## config.mk

```make
export PLATFORM = sky130hd
export DESIGN_NAME = cart_mapper
export DESIGN_NICKNAME = d
export VERILOG_FILES = /design/src/hw/bus_pkg.sv /design/src/hw/cart_cfg_pkg.sv /design/src/hw/cart_mapper.sv /design/src/hw/addr_map.sv /design/src/hw/cycle_irq.sv /design/src/hw/bank_regs.sv /design/src/hw/config_regs.sv /design/src/hw/write_decode.sv
export SDC_FILE = /design/constraint.sdc
export NUM_CORES = 1
export LEC_CHECK = 0
export BUFFER_PORTS_ARGS = -buffer_cell sky130_fd_sc_hd__clkbuf_2
export CORE_AREA = 4 4 98 91
export CTS_BUF_LIST = sky130_fd_sc_hd__clkbuf_2 sky130_fd_sc_hd__clkbuf_4 sky130_fd_sc_hd__clkbuf_8
export CTS_CLUSTER_DIAMETER = 100
export CTS_CLUSTER_SIZE = 28
export DETAILED_ROUTE_END_ITERATION = 8
export DIE_AREA = 0 0 102 95
export HOLD_SLACK_MARGIN = 0.12
export PLACE_DENSITY = 0.93
export SLEW_MARGIN = 20
export SYNTH_ARGS = -nofsm -noshare
export SYNTH_HDL_FRONTEND = slang
export SYNTH_HIERARCHICAL = 1
export SYNTH_SLANG_ARGS = --single-unit
```

## constraint.sdc

```tcl
create_clock -name m2 -period 8 [get_ports m2]
set_input_delay 1.2 -clock m2 [delete_from_list [all_inputs] [get_ports m2]]
set_output_delay 1.2 -clock m2 [all_outputs]
set_load 0.02 [all_outputs]
```

## src/hw/bus_pkg.sv

```systemverilog
package bus_pkg;

	// One decoded CPU write per m2 cycle
	typedef enum logic [2:0] {
		WR_NONE,       // Read or unmapped write
		WR_CFG,        // $5000-$5FFF config write
		WR_BANK,       // UxROM, CNROM, AxROM latch
		WR_MMC1_RESET, // Data bit 7 set
		WR_MMC1_SHIFT, // One serial bit
		WR_SMB_ACK,    // $8000-$9FFF
		WR_SMB_ENABLE, // $A000-$BFFF
		WR_SMB_BANK    // $E000-$FFFF
	} wr_op_t;

	localparam logic [2:0] CFG_REGION  = 3'b101; // A14..A12 of $5xxx
	localparam logic [1:0] WRAM_REGION = 2'b11;  // A14..A13 of $6000-$7FFF

	// SMB2j fixed 8 KiB banks
	localparam logic [5:0] SMB_FIXED_6000 = 6'd6, SMB_FIXED_8000 = 6'd4,
		SMB_FIXED_A000 = 6'd5, SMB_FIXED_E000 = 6'd7;

	localparam int SMB_IRQ_W = 13; // IRQ fires when bit 12 sets

endpackage

```

## src/hw/cart_cfg_pkg.sv

```systemverilog
package cart_cfg_pkg;

	// Mapper select codes in $5xx6 bits 4..0
	typedef enum logic [4:0] {
		MAP_NROM  = 5'd0,
		MAP_UXROM = 5'd1,
		MAP_CNROM = 5'd2,
		MAP_AXROM = 5'd8,
		MAP_MMC1  = 5'd16,
		MAP_SMB2J = 5'd18
	} mapper_code_t;

	localparam int PRG_BASE_W = 13; // A26..A14
	localparam int PRG_MASK_W = 5;  // A18..A14
	localparam int CHR_MASK_W = 5;  // A17..A13

	// Register index from A2..A0 of a $5xxx write
	typedef enum logic [2:0] {
		CFG_BASE_HI,   // $5xx0
		CFG_BASE_LO,   // $5xx1
		CFG_PRG_MASK,  // $5xx2
		CFG_CHR_BANK,  // $5xx3
		CFG_CHR_MASK,  // $5xx4
		CFG_SRAM_PAGE, // $5xx5
		CFG_MAPPER,    // $5xx6
		CFG_ENABLES    // $5xx7
	} cfg_index_t;

	localparam logic [1:0] MIRROR_VERT = 2'b00; // CIRAM A10 from PPU A10
	localparam logic [1:0] MIRROR_HORZ = 2'b01; // CIRAM A10 from PPU A11
	localparam logic [1:0] MIRROR_1SA  = 2'b10; // Single screen, page A
	localparam logic [1:0] MIRROR_1SB  = 2'b11; // Single screen, page B

	// Marker bit walks down to bit 0 after five serial writes
	localparam logic [5:0] MMC1_SHIFT_RESET = 6'b100000;

endpackage
```

## src/hw/cart_mapper.sv

```systemverilog
`timescale 1ns/100ps

module cart_mapper #(
	parameter bit USE_MMC1  = 1,
	parameter bit USE_SMB2J = 1
) (
	input  logic        m2,
	input  logic        ppu_addr_in,  // Async reset, active high
	input  logic        romsel,
	input  logic        cpu_rw,
	input  logic [14:0] cpu_addr,
	input  logic [7:0]  cpu_data,
	input  logic        ppu_rd,
	input  logic        ppu_wr,
	input  logic [13:0] ppu_addr,
	output logic [26:13] cpu_addr_out,
	output logic        flash_we,
	output logic        flash_oe,
	output logic        sram_ce,
	output logic        sram_we,
	output logic        sram_oe,
	output logic [17:10] ppu_addr_out,
	output logic        ppu_rd_out,
	output logic        ppu_wr_out,
	output logic        ciram_a10,
	output logic        irq_n
);
	import cart_cfg_pkg::*;
	import bus_pkg::*;

	wr_op_t                 wr_op;
	cfg_index_t             cfg_sel;
	mapper_code_t           mapper;
	logic [PRG_BASE_W-1:0]  prg_base;
	logic [PRG_MASK_W-1:0]  prg_mask;
	logic [CHR_MASK_W-1:0]  chr_mask;
	logic [1:0]             sram_page;
	logic [1:0]             mirroring;    // From $5xx7
	logic [4:0]             cfg_chr_bank;
	logic                   map_rom_on_6000;
	logic                   prg_write_en;
	logic                   chr_write_en;
	logic                   sram_en;
	logic [5:0]             prg_bank;
	logic [4:0]             chr_bank0;
	logic [4:0]             chr_bank1;
	logic [2:0]             mmc1_ctrl;
	logic [1:0]             mirror_sel;   // Effective mirroring

	write_decode #(.USE_MMC1(USE_MMC1), .USE_SMB2J(USE_SMB2J)) u_decode (
		.romsel, .cpu_rw, .cpu_addr, .mapper,
		.cpu_data7(cpu_data[7]),
		.wr_op, .cfg_sel
	);

	config_regs u_cfg (
		.m2, .ppu_addr_in, .wr_op, .cfg_sel, .cpu_data,
		.prg_base, .prg_mask, .chr_mask, .sram_page, .mapper, .mirroring,
		.cfg_chr_bank, .map_rom_on_6000, .prg_write_en, .chr_write_en, .sram_en
	);

	bank_regs #(.USE_MMC1(USE_MMC1), .USE_SMB2J(USE_SMB2J)) u_banks (
		.m2, .ppu_addr_in, .wr_op, .cpu_addr, .cpu_data, .mapper, .mirroring,
		.cfg_chr_bank, .prg_bank, .chr_bank0, .chr_bank1, .mmc1_ctrl, .mirror_sel
	);

	cycle_irq #(.USE_SMB2J(USE_SMB2J)) u_irq (
		.m2, .ppu_addr_in, .wr_op, .irq_n
	);

	addr_map #(.USE_MMC1(USE_MMC1), .USE_SMB2J(USE_SMB2J)) u_map (
		.romsel, .cpu_rw, .cpu_addr, .m2, .ppu_addr, .ppu_rd, .ppu_wr, .mapper,
		.prg_base, .prg_mask, .chr_mask, .sram_page, .map_rom_on_6000,
		.prg_write_en, .chr_write_en, .sram_en, .prg_bank, .chr_bank0,
		.chr_bank1, .mmc1_ctrl, .mirror_sel,
		.cpu_addr_out, .ppu_addr_out, .ciram_a10, .flash_we, .flash_oe,
		.sram_ce, .sram_we, .sram_oe, .ppu_rd_out, .ppu_wr_out
	);

endmodule

```

## src/hw/addr_map.sv

```systemverilog
`timescale 1ns/100ps

module addr_map #(
	parameter bit USE_MMC1  = 1,
	parameter bit USE_SMB2J = 1
) (
	input  logic                                romsel,
	input  logic                                cpu_rw,
	input  logic [14:0]                         cpu_addr,
	input  logic                                m2,
	input  logic [13:0]                         ppu_addr,
	input  logic                                ppu_rd,
	input  logic                                ppu_wr,
	input  cart_cfg_pkg::mapper_code_t          mapper,
	input  logic [cart_cfg_pkg::PRG_BASE_W-1:0] prg_base,
	input  logic [cart_cfg_pkg::PRG_MASK_W-1:0] prg_mask,
	input  logic [cart_cfg_pkg::CHR_MASK_W-1:0] chr_mask,
	input  logic [1:0]                          sram_page,
	input  logic                                map_rom_on_6000,
	input  logic                                prg_write_en,
	input  logic                                chr_write_en,
	input  logic                                sram_en,
	input  logic [5:0]                          prg_bank,
	input  logic [4:0]                          chr_bank0,
	input  logic [4:0]                          chr_bank1,
	input  logic [2:0]                          mmc1_ctrl,
	input  logic [1:0]                          mirror_sel,
	output logic [26:13]                        cpu_addr_out,
	output logic [17:10]                        ppu_addr_out,
	output logic                                ciram_a10,
	output logic                                flash_we,
	output logic                                flash_oe,
	output logic                                sram_ce,
	output logic                                sram_we,
	output logic                                sram_oe,
	output logic                                ppu_rd_out,
	output logic                                ppu_wr_out
);
	import cart_cfg_pkg::*;
	import bus_pkg::*;

	logic [5:0] prg_mapped; // A18..A13
	logic [7:0] chr_mapped; // A17..A10
	logic       smb_on;
	logic       rom_6000;
	logic       win_6000;   // $6000-$7FFF while m2 high
	logic       rom_access;

	assign smb_on     = USE_SMB2J && mapper == MAP_SMB2J;
	assign rom_6000   = map_rom_on_6000 | smb_on; // SMB2j always has ROM at $6000
	assign win_6000   = m2 & romsel & (cpu_addr[14:13] == WRAM_REGION);
	assign rom_access = ~romsel | (win_6000 & rom_6000);

	always_comb
	begin
		if (USE_MMC1 && mapper == MAP_MMC1)
		begin
			case (mmc1_ctrl[1:0]) // CHR0 bit 4 picks the 256K half
				2'b10:   prg_mapped = {chr_bank0[4], cpu_addr[14] ? prg_bank[3:0] : 4'b0000,
					cpu_addr[13]}; // First bank fixed
				2'b11:   prg_mapped = {chr_bank0[4], cpu_addr[14] ? 4'b1111 : prg_bank[3:0],
					cpu_addr[13]}; // Last bank fixed
				default: prg_mapped = {chr_bank0[4], prg_bank[3:1], cpu_addr[14:13]}; // 32K
			endcase
			if (mmc1_ctrl[2]) // 4K CHR halves
				chr_mapped = {1'b0, ppu_addr[12] ? chr_bank1 : chr_bank0, ppu_addr[11:10]};
			else
				chr_mapped = {1'b0, chr_bank0[4:1], ppu_addr[12:10]};
		end
		else if (smb_on)
		begin
			case ({~romsel, cpu_addr[14:13]})
				3'b100:  prg_mapped = SMB_FIXED_8000;
				3'b101:  prg_mapped = SMB_FIXED_A000;
				3'b110:  prg_mapped = prg_bank;       // Switchable $C000
				3'b111:  prg_mapped = SMB_FIXED_E000;
				default: prg_mapped = SMB_FIXED_6000;
			endcase
			chr_mapped = {chr_bank0, ppu_addr[12:10]};
		end
		else if (mapper[3]) // AxROM-like, one 32K bank
		begin
			prg_mapped = {prg_bank[3:0], cpu_addr[14:13]};
			chr_mapped = {chr_bank0, ppu_addr[12:10]};
		end
		else // UxROM-like, last 16K fixed at $C000
		begin
			prg_mapped = {cpu_addr[14] ? 5'b11111 : prg_bank[4:0], cpu_addr[13]};
			chr_mapped = {chr_bank0, ppu_addr[12:10]};
		end
	end

	assign cpu_addr_out = rom_access ?
		{prg_base | {{(PRG_BASE_W-PRG_MASK_W){1'b0}}, prg_mapped[5:1] & ~prg_mask},
			prg_mapped[0]} :
		{12'b0, sram_page}; // SRAM page on A14..A13
	assign ppu_addr_out = {chr_mapped[7:3] & ~chr_mask, chr_mapped[2:0]};

	always_comb
	begin
		case (mirror_sel)
			MIRROR_VERT: ciram_a10 = ppu_addr[10];
			MIRROR_HORZ: ciram_a10 = ppu_addr[11];
			MIRROR_1SA:  ciram_a10 = 1'b0;
			default:     ciram_a10 = 1'b1;
		endcase
	end

	assign flash_we   = cpu_rw | romsel | ~prg_write_en; // Flash writes only via $8000+
	assign flash_oe   = ~cpu_rw | ~rom_access;
	assign sram_ce    = ~(win_6000 & sram_en & ~rom_6000);
	assign sram_we    = cpu_rw;
	assign sram_oe    = ~cpu_rw;
	assign ppu_rd_out = ppu_rd | ppu_addr[13];               // Pattern space only
	assign ppu_wr_out = ppu_wr | ppu_addr[13] | ~chr_write_en;

endmodule

```

## src/hw/cycle_irq.sv

```systemverilog
`timescale 1ns/100ps

module cycle_irq #(
	parameter bit USE_SMB2J = 1
) (
	input  logic            m2,
	input  logic            ppu_addr_in,
	input  bus_pkg::wr_op_t wr_op,
	output logic            irq_n
);
	import bus_pkg::*;

	logic [SMB_IRQ_W-1:0] count;
	logic [SMB_IRQ_W-1:0] count_next;
	logic                 enable;

	assign count_next = count + 1'b1;

	always_ff @(posedge m2 or posedge ppu_addr_in)
	begin
		if (ppu_addr_in)
		begin
			count  <= '0;
			enable <= 1'b0;
			irq_n  <= 1'b1;
		end
		else if (USE_SMB2J && wr_op == WR_SMB_ENABLE)
		begin
			count  <= '0; // Restart from zero, IRQ line untouched
			enable <= 1'b1;
		end
		else if (USE_SMB2J && wr_op == WR_SMB_ACK)
		begin
			enable <= 1'b0;
			irq_n  <= 1'b1; // Acknowledge
		end
		else if (enable)
		begin
			count <= count_next;
			irq_n <= ~count_next[SMB_IRQ_W-1]; // Low from count 4096
		end
	end

endmodule

```

## src/hw/bank_regs.sv

```systemverilog
`timescale 1ns/100ps

module bank_regs #(
	parameter bit USE_MMC1  = 1,
	parameter bit USE_SMB2J = 1
) (
	input  logic                       m2,
	input  logic                       ppu_addr_in,
	input  bus_pkg::wr_op_t            wr_op,
	input  logic [14:0]                cpu_addr,
	input  logic [7:0]                 cpu_data,
	input  cart_cfg_pkg::mapper_code_t mapper,
	input  logic [1:0]                 mirroring,
	input  logic [4:0]                 cfg_chr_bank,
	output logic [5:0]                 prg_bank,
	output logic [4:0]                 chr_bank0,
	output logic [4:0]                 chr_bank1,
	output logic [2:0]                 mmc1_ctrl,  // {CHR 4K mode, PRG mode}
	output logic [1:0]                 mirror_sel
);
	import cart_cfg_pkg::*;
	import bus_pkg::*;

	logic [5:0] shift_q;    // MMC1 serial load register
	logic [5:0] shift_next;
	logic [4:0] chr0_q;     // CNROM latch or MMC1 CHR0
	logic [1:0] mirror_q;   // Mapper-driven mirroring

	assign shift_next = {cpu_data[0], shift_q[5:1]}; // LSB first

	// CNROM and MMC1 own CHR0, other mappers use the $5xx3 preset
	assign chr_bank0 = (mapper == MAP_CNROM || (USE_MMC1 && mapper == MAP_MMC1)) ?
		chr0_q : cfg_chr_bank;
	assign mirror_sel = (mapper == MAP_AXROM || (USE_MMC1 && mapper == MAP_MMC1)) ?
		mirror_q : mirroring;

	always_ff @(posedge m2 or posedge ppu_addr_in)
	begin
		if (ppu_addr_in)
		begin
			prg_bank  <= '0;
			chr0_q    <= '0;
			chr_bank1 <= '0;
			mmc1_ctrl <= '0;
			mirror_q  <= MIRROR_VERT;
			shift_q   <= MMC1_SHIFT_RESET;
		end
		else
		begin
			case (wr_op)
				WR_BANK:
				begin
					case (mapper)
						MAP_UXROM: prg_bank <= cpu_data[5:0];
						MAP_CNROM: chr0_q <= cpu_data[4:0];
						MAP_AXROM:
						begin
							prg_bank <= {1'b0, cpu_data[4:0]}; // 32K bank in bits 3..0
							mirror_q <= cpu_data[4] ? MIRROR_1SB : MIRROR_1SA;
						end
						default: ;
					endcase
				end
				WR_MMC1_RESET:
					if (USE_MMC1)
					begin
						shift_q        <= MMC1_SHIFT_RESET;
						mmc1_ctrl[1:0] <= 2'b11; // Fixed-last PRG mode
					end
				WR_MMC1_SHIFT:
					if (USE_MMC1)
					begin
						if (shift_next[0]) // Fifth bit, marker reached bit 0
						begin
							case (cpu_addr[14:13])
								2'b00: {mmc1_ctrl, mirror_q} <= shift_next[5:1] ^ 5'b00010;
								2'b01: chr0_q <= shift_next[5:1];
								2'b10: chr_bank1 <= shift_next[5:1];
								2'b11: prg_bank <= {1'b0, shift_next[5:1]};
							endcase
							shift_q <= MMC1_SHIFT_RESET;
						end
						else
							shift_q <= shift_next;
					end
				WR_SMB_BANK:
					if (USE_SMB2J)
						prg_bank <= cpu_data[5:0]; // 8K bank at $C000
				default: ;
			endcase
		end
	end

endmodule

```

## src/hw/config_regs.sv

```systemverilog
`timescale 1ns/100ps

module config_regs (
	input  logic                                   m2,
	input  logic                                   ppu_addr_in,
	input  bus_pkg::wr_op_t                        wr_op,
	input  cart_cfg_pkg::cfg_index_t               cfg_sel,
	input  logic [7:0]                             cpu_data,
	output logic [cart_cfg_pkg::PRG_BASE_W-1:0]    prg_base,
	output logic [cart_cfg_pkg::PRG_MASK_W-1:0]    prg_mask,
	output logic [cart_cfg_pkg::CHR_MASK_W-1:0]    chr_mask,
	output logic [1:0]                             sram_page,
	output cart_cfg_pkg::mapper_code_t             mapper,
	output logic [1:0]                             mirroring,
	output logic [4:0]                             cfg_chr_bank,
	output logic                                   map_rom_on_6000,
	output logic                                   prg_write_en,
	output logic                                   chr_write_en,
	output logic                                   sram_en
);
	import cart_cfg_pkg::*;
	import bus_pkg::*;

	logic lockout; // Freezes all $5xxx registers until reset

	always_ff @(posedge m2 or posedge ppu_addr_in)
	begin
		if (ppu_addr_in)
		begin
			prg_base        <= '0;
			prg_mask        <= '0;
			chr_mask        <= '0;
			sram_page       <= '0;
			mapper          <= MAP_NROM;
			mirroring       <= MIRROR_VERT;
			cfg_chr_bank    <= '0;
			map_rom_on_6000 <= 1'b0;
			prg_write_en    <= 1'b0;
			chr_write_en    <= 1'b0;
			sram_en         <= 1'b0;
			lockout         <= 1'b0;
		end
		else if (wr_op == WR_CFG && !lockout)
		begin
			case (cfg_sel)
				CFG_BASE_HI:   prg_base[12:8] <= cpu_data[4:0]; // A26..A22
				CFG_BASE_LO:   prg_base[7:0] <= cpu_data;       // A21..A14
				CFG_PRG_MASK:  prg_mask <= cpu_data[PRG_MASK_W-1:0];
				CFG_CHR_BANK:  cfg_chr_bank <= cpu_data[4:0];   // Preset for simple mappers
				CFG_CHR_MASK:  chr_mask <= cpu_data[CHR_MASK_W-1:0];
				CFG_SRAM_PAGE: sram_page <= cpu_data[1:0];
				CFG_MAPPER:    mapper <= mapper_code_t'(cpu_data[4:0]);
				CFG_ENABLES:
				begin
					lockout         <= cpu_data[7];
					map_rom_on_6000 <= cpu_data[5];
					mirroring       <= cpu_data[4:3];
					prg_write_en    <= cpu_data[2];
					chr_write_en    <= cpu_data[1];
					sram_en         <= cpu_data[0];
				end
				default: ;
			endcase
		end
	end

endmodule

```

## src/hw/write_decode.sv

```systemverilog
`timescale 1ns/100ps

module write_decode #(
	parameter bit USE_MMC1  = 1,
	parameter bit USE_SMB2J = 1
) (
	input  logic                       romsel,
	input  logic                       cpu_rw,
	input  logic [14:0]                cpu_addr,
	input  cart_cfg_pkg::mapper_code_t mapper,
	input  logic                       cpu_data7,
	output bus_pkg::wr_op_t            wr_op,
	output cart_cfg_pkg::cfg_index_t   cfg_sel
);
	import cart_cfg_pkg::*;
	import bus_pkg::*;

	assign cfg_sel = cfg_index_t'(cpu_addr[2:0]); // $5xx0..$5xx7

	always_comb
	begin
		wr_op = WR_NONE;
		if (!cpu_rw) // Writes only
		begin
			if (romsel) // $0000-$7FFF
			begin
				if (cpu_addr[14:12] == CFG_REGION)
					wr_op = WR_CFG; // Lockout handled downstream
			end
			else // $8000-$FFFF
			begin
				case (mapper)
					MAP_UXROM, MAP_CNROM, MAP_AXROM: wr_op = WR_BANK;
					MAP_MMC1:
						if (USE_MMC1)
							wr_op = cpu_data7 ? WR_MMC1_RESET : WR_MMC1_SHIFT;
					MAP_SMB2J:
						if (USE_SMB2J)
						begin
							case (cpu_addr[14:13])
								2'b00:   wr_op = WR_SMB_ACK;    // $8000
								2'b01:   wr_op = WR_SMB_ENABLE; // $A000
								2'b11:   wr_op = WR_SMB_BANK;   // $E000
								default: wr_op = WR_NONE;       // $C000 unused
							endcase
						end
					default: wr_op = WR_NONE; // NROM has no registers
				endcase
			end
		end
	end

endmodule

```

==> results of run 1 <==
[final cells by class]
type                            instances  share of cell area
Multi-Input combinational cell        325               0.468
Timing Repair Buffer                   42              0.0396
Inverter                               24              0.0162
Sequential cell                        83               0.374
Clock inverter                          8              0.0151
Tap cell                               99              0.0223
Clock buffer                           37              0.0648
[path summary, 6_finish.rpt]
| path | startpoint | end | slack, ps | cells past startpoint |
|---|---|---|---|---|
| min in group asynchronous | ppu_addr_in | u_irq/count[9]$_DFFE_PP0P_ | 810 | 2 |
| worst max-delay path | m2 | cpu_addr_out[14] | 610 | 13 |
| worst min register to register | u_cfg/lockout$_DFFE_PP0P_ | u_cfg/lockout$_DFFE_PP0P_ | 500 | 1 |
| worst min-delay path | u_cfg/lockout$_DFFE_PP0P_ | u_cfg/lockout$_DFFE_PP0P_ | 500 | 1 |
| worst max register to register | u_cfg/mapper[3]$_DFFE_PP0P_ | u_cfg/prg_base[3]$_DFFE_PP0P_ | 4130 | 6 |
| max in group asynchronous | ppu_addr_in | u_banks/prg_bank[5]$_DFFE_PP0P_ | 6430 | 2 |
[cell families after synthesis]
| group | after synthesis | share of synthesized area |
|---|---|---|
| flip-flops | 83 | 0.421 |
| multiplexers | 70 | 0.168 |
| AO/OA/AOI/OAI | 95 | 0.142 |
| AND/OR/NAND/NOR | 147 | 0.190 |
| XOR/XNOR | 9 | 0.0159 |
| adder cells (fa/ha/maj) | 4 | 0.0101 |
| buffers and inverters | 47 | 0.0547 |
[cells in the mapped netlist (4+ instances only)]
library cell / n
buf_6: 6
mux2i_1: 7
xnor2_1: 4
nand2b_1: 5
dfrtp_1: 81
buf_2: 4
o21ai_0: 16
nand3_1: 17
mux2_2: 50
a21oi_1: 23
nand4_1: 9
nor2_1: 23
a31oi_1: 7
buf_4: 9
inv_1: 24
mux2_4: 13
and2_1: 9
nand2_1: 29
a311oi_1: 8
xor2_1: 5
nor3_1: 7
ha_1: 4
[per-stage QoR]
stage | area, um2 | worst slack [ps] | total power (W) | hold slack (ps)
2_1_floorplan | 4940 | 1740 | 0.000785 | 452
3_3_place_gp | 5200 | 1750 | 0.000848 | 466
3_5_place_dp | 5200 | 1750 | 0.000867 | 481
4_1_cts | 5560 | 558 | 0.00131 | 502
5_1_grt | 5560 | 535 | 0.00138 | 524
6_report | 5560 | 613 | 0.00131 | 500
[cells in the final DEF, fill, tap and decap left out, types with 4 or more instances in the layout]
cell type	Yosys	final
o21ai_0	16	16
clkbuf_8	1	20
mux2i_1	7	7
xnor2_1	4	4
nand2_1	29	29
mux2_4	13	13
dfrtp_1	81	81
nand2b_1	5	5
nor3_1	7	7
inv_1	24	24
xor2_1	5	5
clkbuf_2	0	55
mux2_2	50	50
a31oi_1	7	7
nand3_1	17	17
nor2_1	23	23
nand4_1	9	9
ha_1	4	4
and2_1	9	9
a21oi_1	23	22
a311oi_1	8	8
buf_4	9	4
[power by group through the flow]
stage / Clock, W / Combinational, W / Sequential, W
global route: 0.000500 / 0.000301 / 0.000576
finish: 0.000467 / 0.000274 / 0.000566
global placement: 0.0000300 / 0.000253 / 0.000565
floorplan: 0.0000229 / 0.000216 / 0.000546
CTS: 0.000477 / 0.000272 / 0.000564
detailed placement: 0.0000300 / 0.000268 / 0.000569
[sequential cells by signal, summed over array words and instances, names as in the netlist]
| signal | count |
|---|---|
| u_banks/chr0_q | 5 |
| u_banks/chr_bank1 | 5 |
| u_banks/mirror_q | 2 |
| u_banks/mmc1_ctrl | 3 |
| u_banks/prg_bank | 6 |
| u_banks/shift_q | 5 |
| u_cfg/cfg_chr_bank | 5 |
| u_cfg/chr_mask | 5 |
| u_cfg/chr_write_en | 1 |
| u_cfg/lockout | 1 |
| u_cfg/map_rom_on_6000 | 1 |
| u_cfg/mapper | 5 |
| u_cfg/mirroring | 2 |
| u_cfg/prg_base | 13 |
| u_cfg/prg_mask | 5 |
| u_cfg/prg_write_en | 1 |
| u_cfg/sram_en | 1 |
| u_cfg/sram_page | 2 |
| u_irq/count | 13 |
| u_irq/enable | 1 |
| u_irq/irq_n | 1 |
[metal layers]
| layer | global-route usage | up-vias | wire length (um) |
|---|---|---|---|
| li1 | - | 1783 | - |
| met1 | 0.309 | 1965 | 4630 |
| met2 | 0.416 | 247 | 6000 |
| met3 | 0.106 | 58 | 1220 |
| met4 | 0.191 | 0 | 435 |
| met5 | 0 | - | 0 |
==> results.md, run 1 <==
* Final Hold Fails at 0
* Core area at 0.00791 mm2
* Ys async rst share at 1.00
* GRT overflow at 0
* Sequential share of the synthesized area at 0.421
* Vias at 4053
* CP required at 6800 ps
* Register area at 0.00208 mm2
* Non-filler cells, final at 618
* EDFF count, synth at 0
* Initial antenna violation count at 0
* Fin Setup TNS at 0 ps
* I/O pin total at 74
* Skew-Pair Late Insertion Delay at 470 ps
* Fin nets at 559
* Tightest Pin Transition at 984 ps
* FILL cells at 554
* Cts hold-fix bufs at 0
* Slew Limit Fails at 0
* Post-synthesis area per instance at 10.9 um2
* DRC at 0
* Starting Density at 0.625
* Internal cell power at 0.000860 W
* Outcome: finished clean
* Routability cong. at 0.907
* Count of different cell masters after synthesis at 86
* Path type of the worst min-delay path: reg -> reg
* Synth Instances at 455
* Worst setup SP type: clock port
* Sw Ratio at 0.341
* Setup violations, final at 0
* 1st-iter DRT viols at 480
* Synth top area cells: dfrtp_1 (41%), mux2_2 (11%), mux2_4 (3.9%)
* Largest net degree at the start of global routing at 43
* Die Y-Extent at 95 um
* DP Wirelength at 8.11 mm
* Vias/cell at 6.56
* Routed len/inst at 19.9 um
* Critical Path Max Stage Delay at 330 ps
* Clk slew on worst S/H paths at 90 ps
* Comb power frac at 0.209
* Clk pwr share at 0.357
* Yosys warns at 6
* Port bufs at 54
* Worst Skew at 13.3 ps
* Kind of cell adding the most delay to the critical path: buffers and inverters
* Placed Cells at 589
* Syn Nets at 502
* Max-Cap Viols at 0
* Largest area contributor in the netlist: dfrtp_1
* CP Capture Type: output pin
* Die width at 102 um
* Post-synthesis cell area at 0.00494 mm2
* WS Path Type: clk -> out
* Rel. slew slack at 0.343
* WP buf/inv at 9
* Ratio of cells with drive above 1 in the final layout at 0.366
* CTS tree: built
* CP Max Fanout at 10
* Util after Layout at 0.703
* Critical path, cell by cell: clkbuf_8, clkbuf_8, clkbuf_8, clkbuf_8, clkbuf_8, clkbuf_8, and4_2, a211o_2, clkbuf_8, clkbuf_8, o311a_1, a21oi_1, clkbuf_2
* Cell mode on critical path: clkbuf_8
* Diode count at 0
* First-pass GRT wire length at 19.8 mm
* Number of global-route vias before repair at 4147
* Post-CTS Setup Bufs at 0
* Synth top area share at 0.410
* Cell Pwr Density at 235 mW/mm2
* RSZ-0062 raised after global routing: false
* Final antenna-violating net count at 0
* Detailed Routing Iterations Pass 1 at 5
* Multi-input logic area at 0.00260 mm2
* Drt total wl at 12.3 mm
* Cells resized by post-CTS repair at 0
* Slowest-stage cell, CP: a211o_2
* FF+latch count, synth at 83
* Die ar. at 0.00969 mm2
* Global Route Usage Sum at 0.271
* Primary FF master, synth: dfrtp_1
* Seq pwr share at 0.433
* Maximum vdd drop at 0.181 mV
* Static Leak at 2.61 nW
* Switching Power at 0.000446 W
* Rows at 31
* Area delta synth->final at 12.5%
* Arr. time, crit path at 6190 ps
(Power assumes the default switching activity.)
==> run 2: changes to the inputs <==
--- a/config.mk
+++ b/config.mk
@@ -5,15 +5,16 @@
 export SDC_FILE = /design/constraint.sdc
 export NUM_CORES = 1
 export LEC_CHECK = 0
+export ABC_AREA = 1
 export BUFFER_PORTS_ARGS = -buffer_cell sky130_fd_sc_hd__clkbuf_2
-export CORE_AREA = 4 4 98 91
+export CORE_AREA = 4 4 100 92
 export CTS_BUF_LIST = sky130_fd_sc_hd__clkbuf_2 sky130_fd_sc_hd__clkbuf_4 sky130_fd_sc_hd__clkbuf_8
 export CTS_CLUSTER_DIAMETER = 100
 export CTS_CLUSTER_SIZE = 28
 export DETAILED_ROUTE_END_ITERATION = 8
-export DIE_AREA = 0 0 102 95
+export DIE_AREA = 0 0 104 96
 export HOLD_SLACK_MARGIN = 0.12
-export PLACE_DENSITY = 0.93
+export PLACE_DENSITY = 0.92
 export SLEW_MARGIN = 20
 export SYNTH_ARGS = -nofsm -noshare
 export SYNTH_HDL_FRONTEND = slang
==> results.md, run 2 <==
* Static Leak at 3.24 nW (was 2.61 nW)
* Critical path, cell by cell: clkbuf_8, clkbuf_8, clkbuf_8, clkbuf_8, clkbuf_8, clkbuf_8, nand2_1, nor2_1, clkbuf_8, clkbuf_8, nand2_2, clkbuf_8, clkbuf_8, nand2_4, clkbuf_8, clkbuf_8, clkbuf_8, inv_4, nand2_1, o21ai_0, clkbuf_2 (was clkbuf_8, clkbuf_8, clkbuf_8, clkbuf_8, clkbuf_8, clkbuf_8, and4_2, a211o_2, clkbuf_8, clkbuf_8, o311a_1, a21oi_1, clkbuf_2)
* Synth top area share at 0.396 (was 0.410)
* Primary FF master, synth: dfrtp_1 (unchanged)
* DP Wirelength at 9.85 mm (was 8.11 mm)
* Clk slew on worst S/H paths at 80 ps (was 90 ps)
* Fin Setup TNS at 0 ps (unchanged)
* Synth Instances at 712 (was 455)
* Slew Limit Fails at 0 (unchanged)
* WS Path Type: clk -> out (unchanged)
* Routability cong. at 0.897 (was 0.907)
* CP Capture Type: output pin (unchanged)
* Startpoint of the worst hold path: u_cfg/lockout$_DFFE_PP0P_ (unchanged)
* Arr. time, crit path at 6280 ps (was 6190 ps)
* Non-filler cells, final at 902 (was 618)
* Cell Pwr Density at 149 mW/mm2 (was 235 mW/mm2)
* FF-to-FF Start: u_cfg/mapper[3]$_DFFE_PP0P_ (unchanged)
* Post-synthesis cell area at 0.00512 mm2 (was 0.00494 mm2)
* Kind of cell adding the most delay to the critical path: buffers and inverters (unchanged)
* Failing checks: design-rule violations
* Main combinational cell family by area after synthesis: simple AND/OR/NAND/NOR gates (unchanged)
* Detailed Routing Iterations Pass 1 at 9 (was 5)
* Number of global-route vias before repair at 5519 (was 4147)
* 1st-iter DRT viols at 968 (was 480)
* Post-synthesis area per instance at 7.19 um2 (was 10.9 um2)
* CTS tree: built (unchanged)
* Most frequent cell after synthesis: nand2_1 (was dfrtp_1)
* Largest net degree at the start of global routing at 51 (was 43)
* Critical Path Max Stage Delay at 200 ps (was 330 ps)
* Synth Area in Compound Gates at 0.0703 (was 0.142)
* Synth top area cells: dfrtp_1 (40%), nand2_1 (20%), nand3_1 (7.9%) (was dfrtp_1 (41%), mux2_2 (11%), mux2_4 (3.9%))
* Diode count at 0 (unchanged)
* Die ar. at 0.00998 mm2 (was 0.00969 mm2)
* Area delta synth->final at 17.3% (was 12.5%)
* Final antenna-violating net count at 0 (unchanged)
* Worst slack, placed at 2110 ps (was 1750 ps)
* Rows at 31 (unchanged)
* FF+latch count, synth at 83 (unchanged)
* Slowest-stage cell, CP: clkbuf_2 (was a211o_2)
* Initial antenna violation count at 0 (unchanged)
* Fin nets at 841 (was 559)
* Maximum vdd drop at 0.0956 mV (was 0.181 mV)
* Cell count of the worst hold path at 2 (was 1)
* Vias/cell at 6.16 (was 6.56)
* Die width at 104 um (was 102 um)
* Starting Density at 0.635 (was 0.625)
* R2r setup slk at 5080 ps (was 4130 ps)
* Tightest Pin Transition at 948 ps (was 984 ps)
* Multi-input logic area at 0.00260 mm2 (about the same)
* Worst Skew at 12.8 ps (was 13.3 ps)
* Vias at 5552 (was 4053)
* Global Route Usage Sum at 0.333 (was 0.271)
* Setup ws final at 518 ps (was 613 ps)
* First-pass GRT wire length at 25.3 mm (was 19.8 mm)
* Cts hold-fix bufs at 0 (unchanged)
* DRC at 2 (was 0)
* Commonest non-fill, non-tap cell in the layout: nand2_1 (was dfrtp_1)
* Cells resized by post-CTS repair at 0 (unchanged)
* Final Hold Fails at 0 (unchanged)
* Design Power at 0.000894 W (was 0.00131 W)
* Rel. slew slack at 0.364 (was 0.343)
* Register area at 0.00208 mm2 (unchanged)
* CP Max Fanout at 7 (was 10)
* FILL cells at 527 (was 554)
* Setup violations, final at 0 (unchanged)
* Post-CTS Setup Bufs at 0 (unchanged)
* Cell mode on critical path: clkbuf_8 (unchanged)
* CP required at 6800 ps (about the same)
* EDFF count, synth at 0 (unchanged)
* Worst setup SP type: clock port (unchanged)
* WP buf/inv at 15 (was 9)
* Worst R2R Path Depth at 11 (was 6)
* Post-synthesis simple-gate area fraction at 0.424 (was 0.190)
* Port bufs at 54 (unchanged)
* R2R Path End: u_cfg/prg_base[0]$_DFFE_PP0P_ (was u_cfg/prg_base[3]$_DFFE_PP0P_)
* Largest registers: u_cfg/prg_base (13), u_irq/count (13), u_banks/prg_bank (6) (unchanged)
* Largest area contributor in the netlist: dfrtp_1 (unchanged)
* RSZ-0062 raised after global routing: false (unchanged)
* Routed len/inst at 17.8 um (was 19.9 um)
* Post-synth top cells: nand2_1 (268), dfrtp_1 (81), nand3_1 (81) (was dfrtp_1 (81), mux2_2 (50), nand2_1 (29))
* Yosys warns at 6 (unchanged)
* Multiplexer area fraction after synthesis at 0 (was 0.168)
* GRT overflow at 0 (unchanged)
* Ys async rst share at 1.00 (unchanged)
* Sequential share of the synthesized area at 0.406 (was 0.421)
* Core area at 0.00807 mm2 (was 0.00791 mm2)
* Ratio of cells with drive above 1 in the final layout at 0.235 (was 0.366)
* Syn Nets at 759 (was 502)
* Commonest non-fill, non-tap cells in the layout: nand2_1 (268), nand3_1 (81), dfrtp_1 (81) (was dfrtp_1 (81), clkbuf_2 (55), mux2_2 (50))
* Outcome: finished, violations left (was finished clean)
* Post-synthesis xor/xnor area fraction at 0.00342 (was 0.0159)
* Path type of the worst min-delay path: reg -> reg (unchanged)
* Skew-Pair Late Insertion Delay at 470 ps (about the same)
* Max-Cap Viols at 0 (unchanged)
* Drt total wl at 16.0 mm (was 12.3 mm)
* Die Y-Extent at 96 um (was 95 um)
* Count of different cell masters after synthesis at 39 (was 86)
* Adder-cell area share of the yosys netlist at 0.00977 (was 0.0101)
* Hold Path End: u_cfg/lockout$_DFFE_PP0P_ (unchanged)
* Stages on the worst setup path at 21 (was 13)
* Placed Cells at 849 (was 589)
* I/O pin total at 74 (unchanged)
-- run 2: cell types whose count changed after synthesis, moves of 18 or more --
cell     delta
mux2_2     -50
inv_1      +46
nand2_2    +18
nor2_2     +20
nand2_1   +239
nand3_1    +64
-- run 2: cell type report --
type / instances / share of cell area
multi-input combinational: 527 / 0.433
inverter: 83 / 0.0523
clock inverter: 22 / 0.0296
timing repair buffer: 40 / 0.0342
clock buffer: 48 / 0.0845
tap: 99 / 0.0206
sequential: 83 / 0.346
-- run 2: cell families (layout without fill, tap and decap cells) --
group                    after synthesis  after routing
AO/OA/AOI/OAI                         62             62
XOR/XNOR                               2              2
adder cells (fa/ha/maj)                4              4
buffers and inverters                102            193
flip-flops                            83             83
AND/OR/NAND/NOR                      459            459
-- run 2: where the power goes --
part,switching (W),internal (W)
combinational,0.0000413,0.0000117
clock,0.000204,0.000218
sequential,0,0.000419
total,0.000245,0.000649
-- run 2: how the worst max path moves through the flow --
stage | start | end | slack [ps]
after floorplan | m2 | cpu_addr_out[14] | 2210
after global routing | m2 | cpu_addr_out[13] | 430
after detailed placement | m2 | cpu_addr_out[13] | 2110
after CTS | m2 | cpu_addr_out[13] | 490
final | m2 | cpu_addr_out[13] | 520
after global placement | m2 | cpu_addr_out[13] | 2110
-- run 2: per-stage QoR --
stage | utilization | instance area [um2] | hold WS (ps)
finish | 0.745 | 6010 | 474
global route | 0.745 | 6010 | 487
CTS | 0.745 | 6010 | 476
detailed placement | 0.670 | 5410 | 455
global placement | 0.670 | 5410 | 435
floorplan | - | 5120 | 422
-- run 2: routing by layer --
metal	global-route usage	vias up	wire [um]
li1	-	2430	-
met1	0.368	2486	5680
met2	0.527	477	7330
met3	0.124	159	1920
met4	0.264	0	1120
met5	0	-	0
-- run 2: tightest hold or removal path, delay by kind of cell (launching register included) --
| kind | cells | cell delay (ps) |
|---|---|---|
| buffers and inverters | 1 | 50 |
| flip-flops | 1 | 330 |
| AND/OR/NAND/NOR | 1 | 60 |
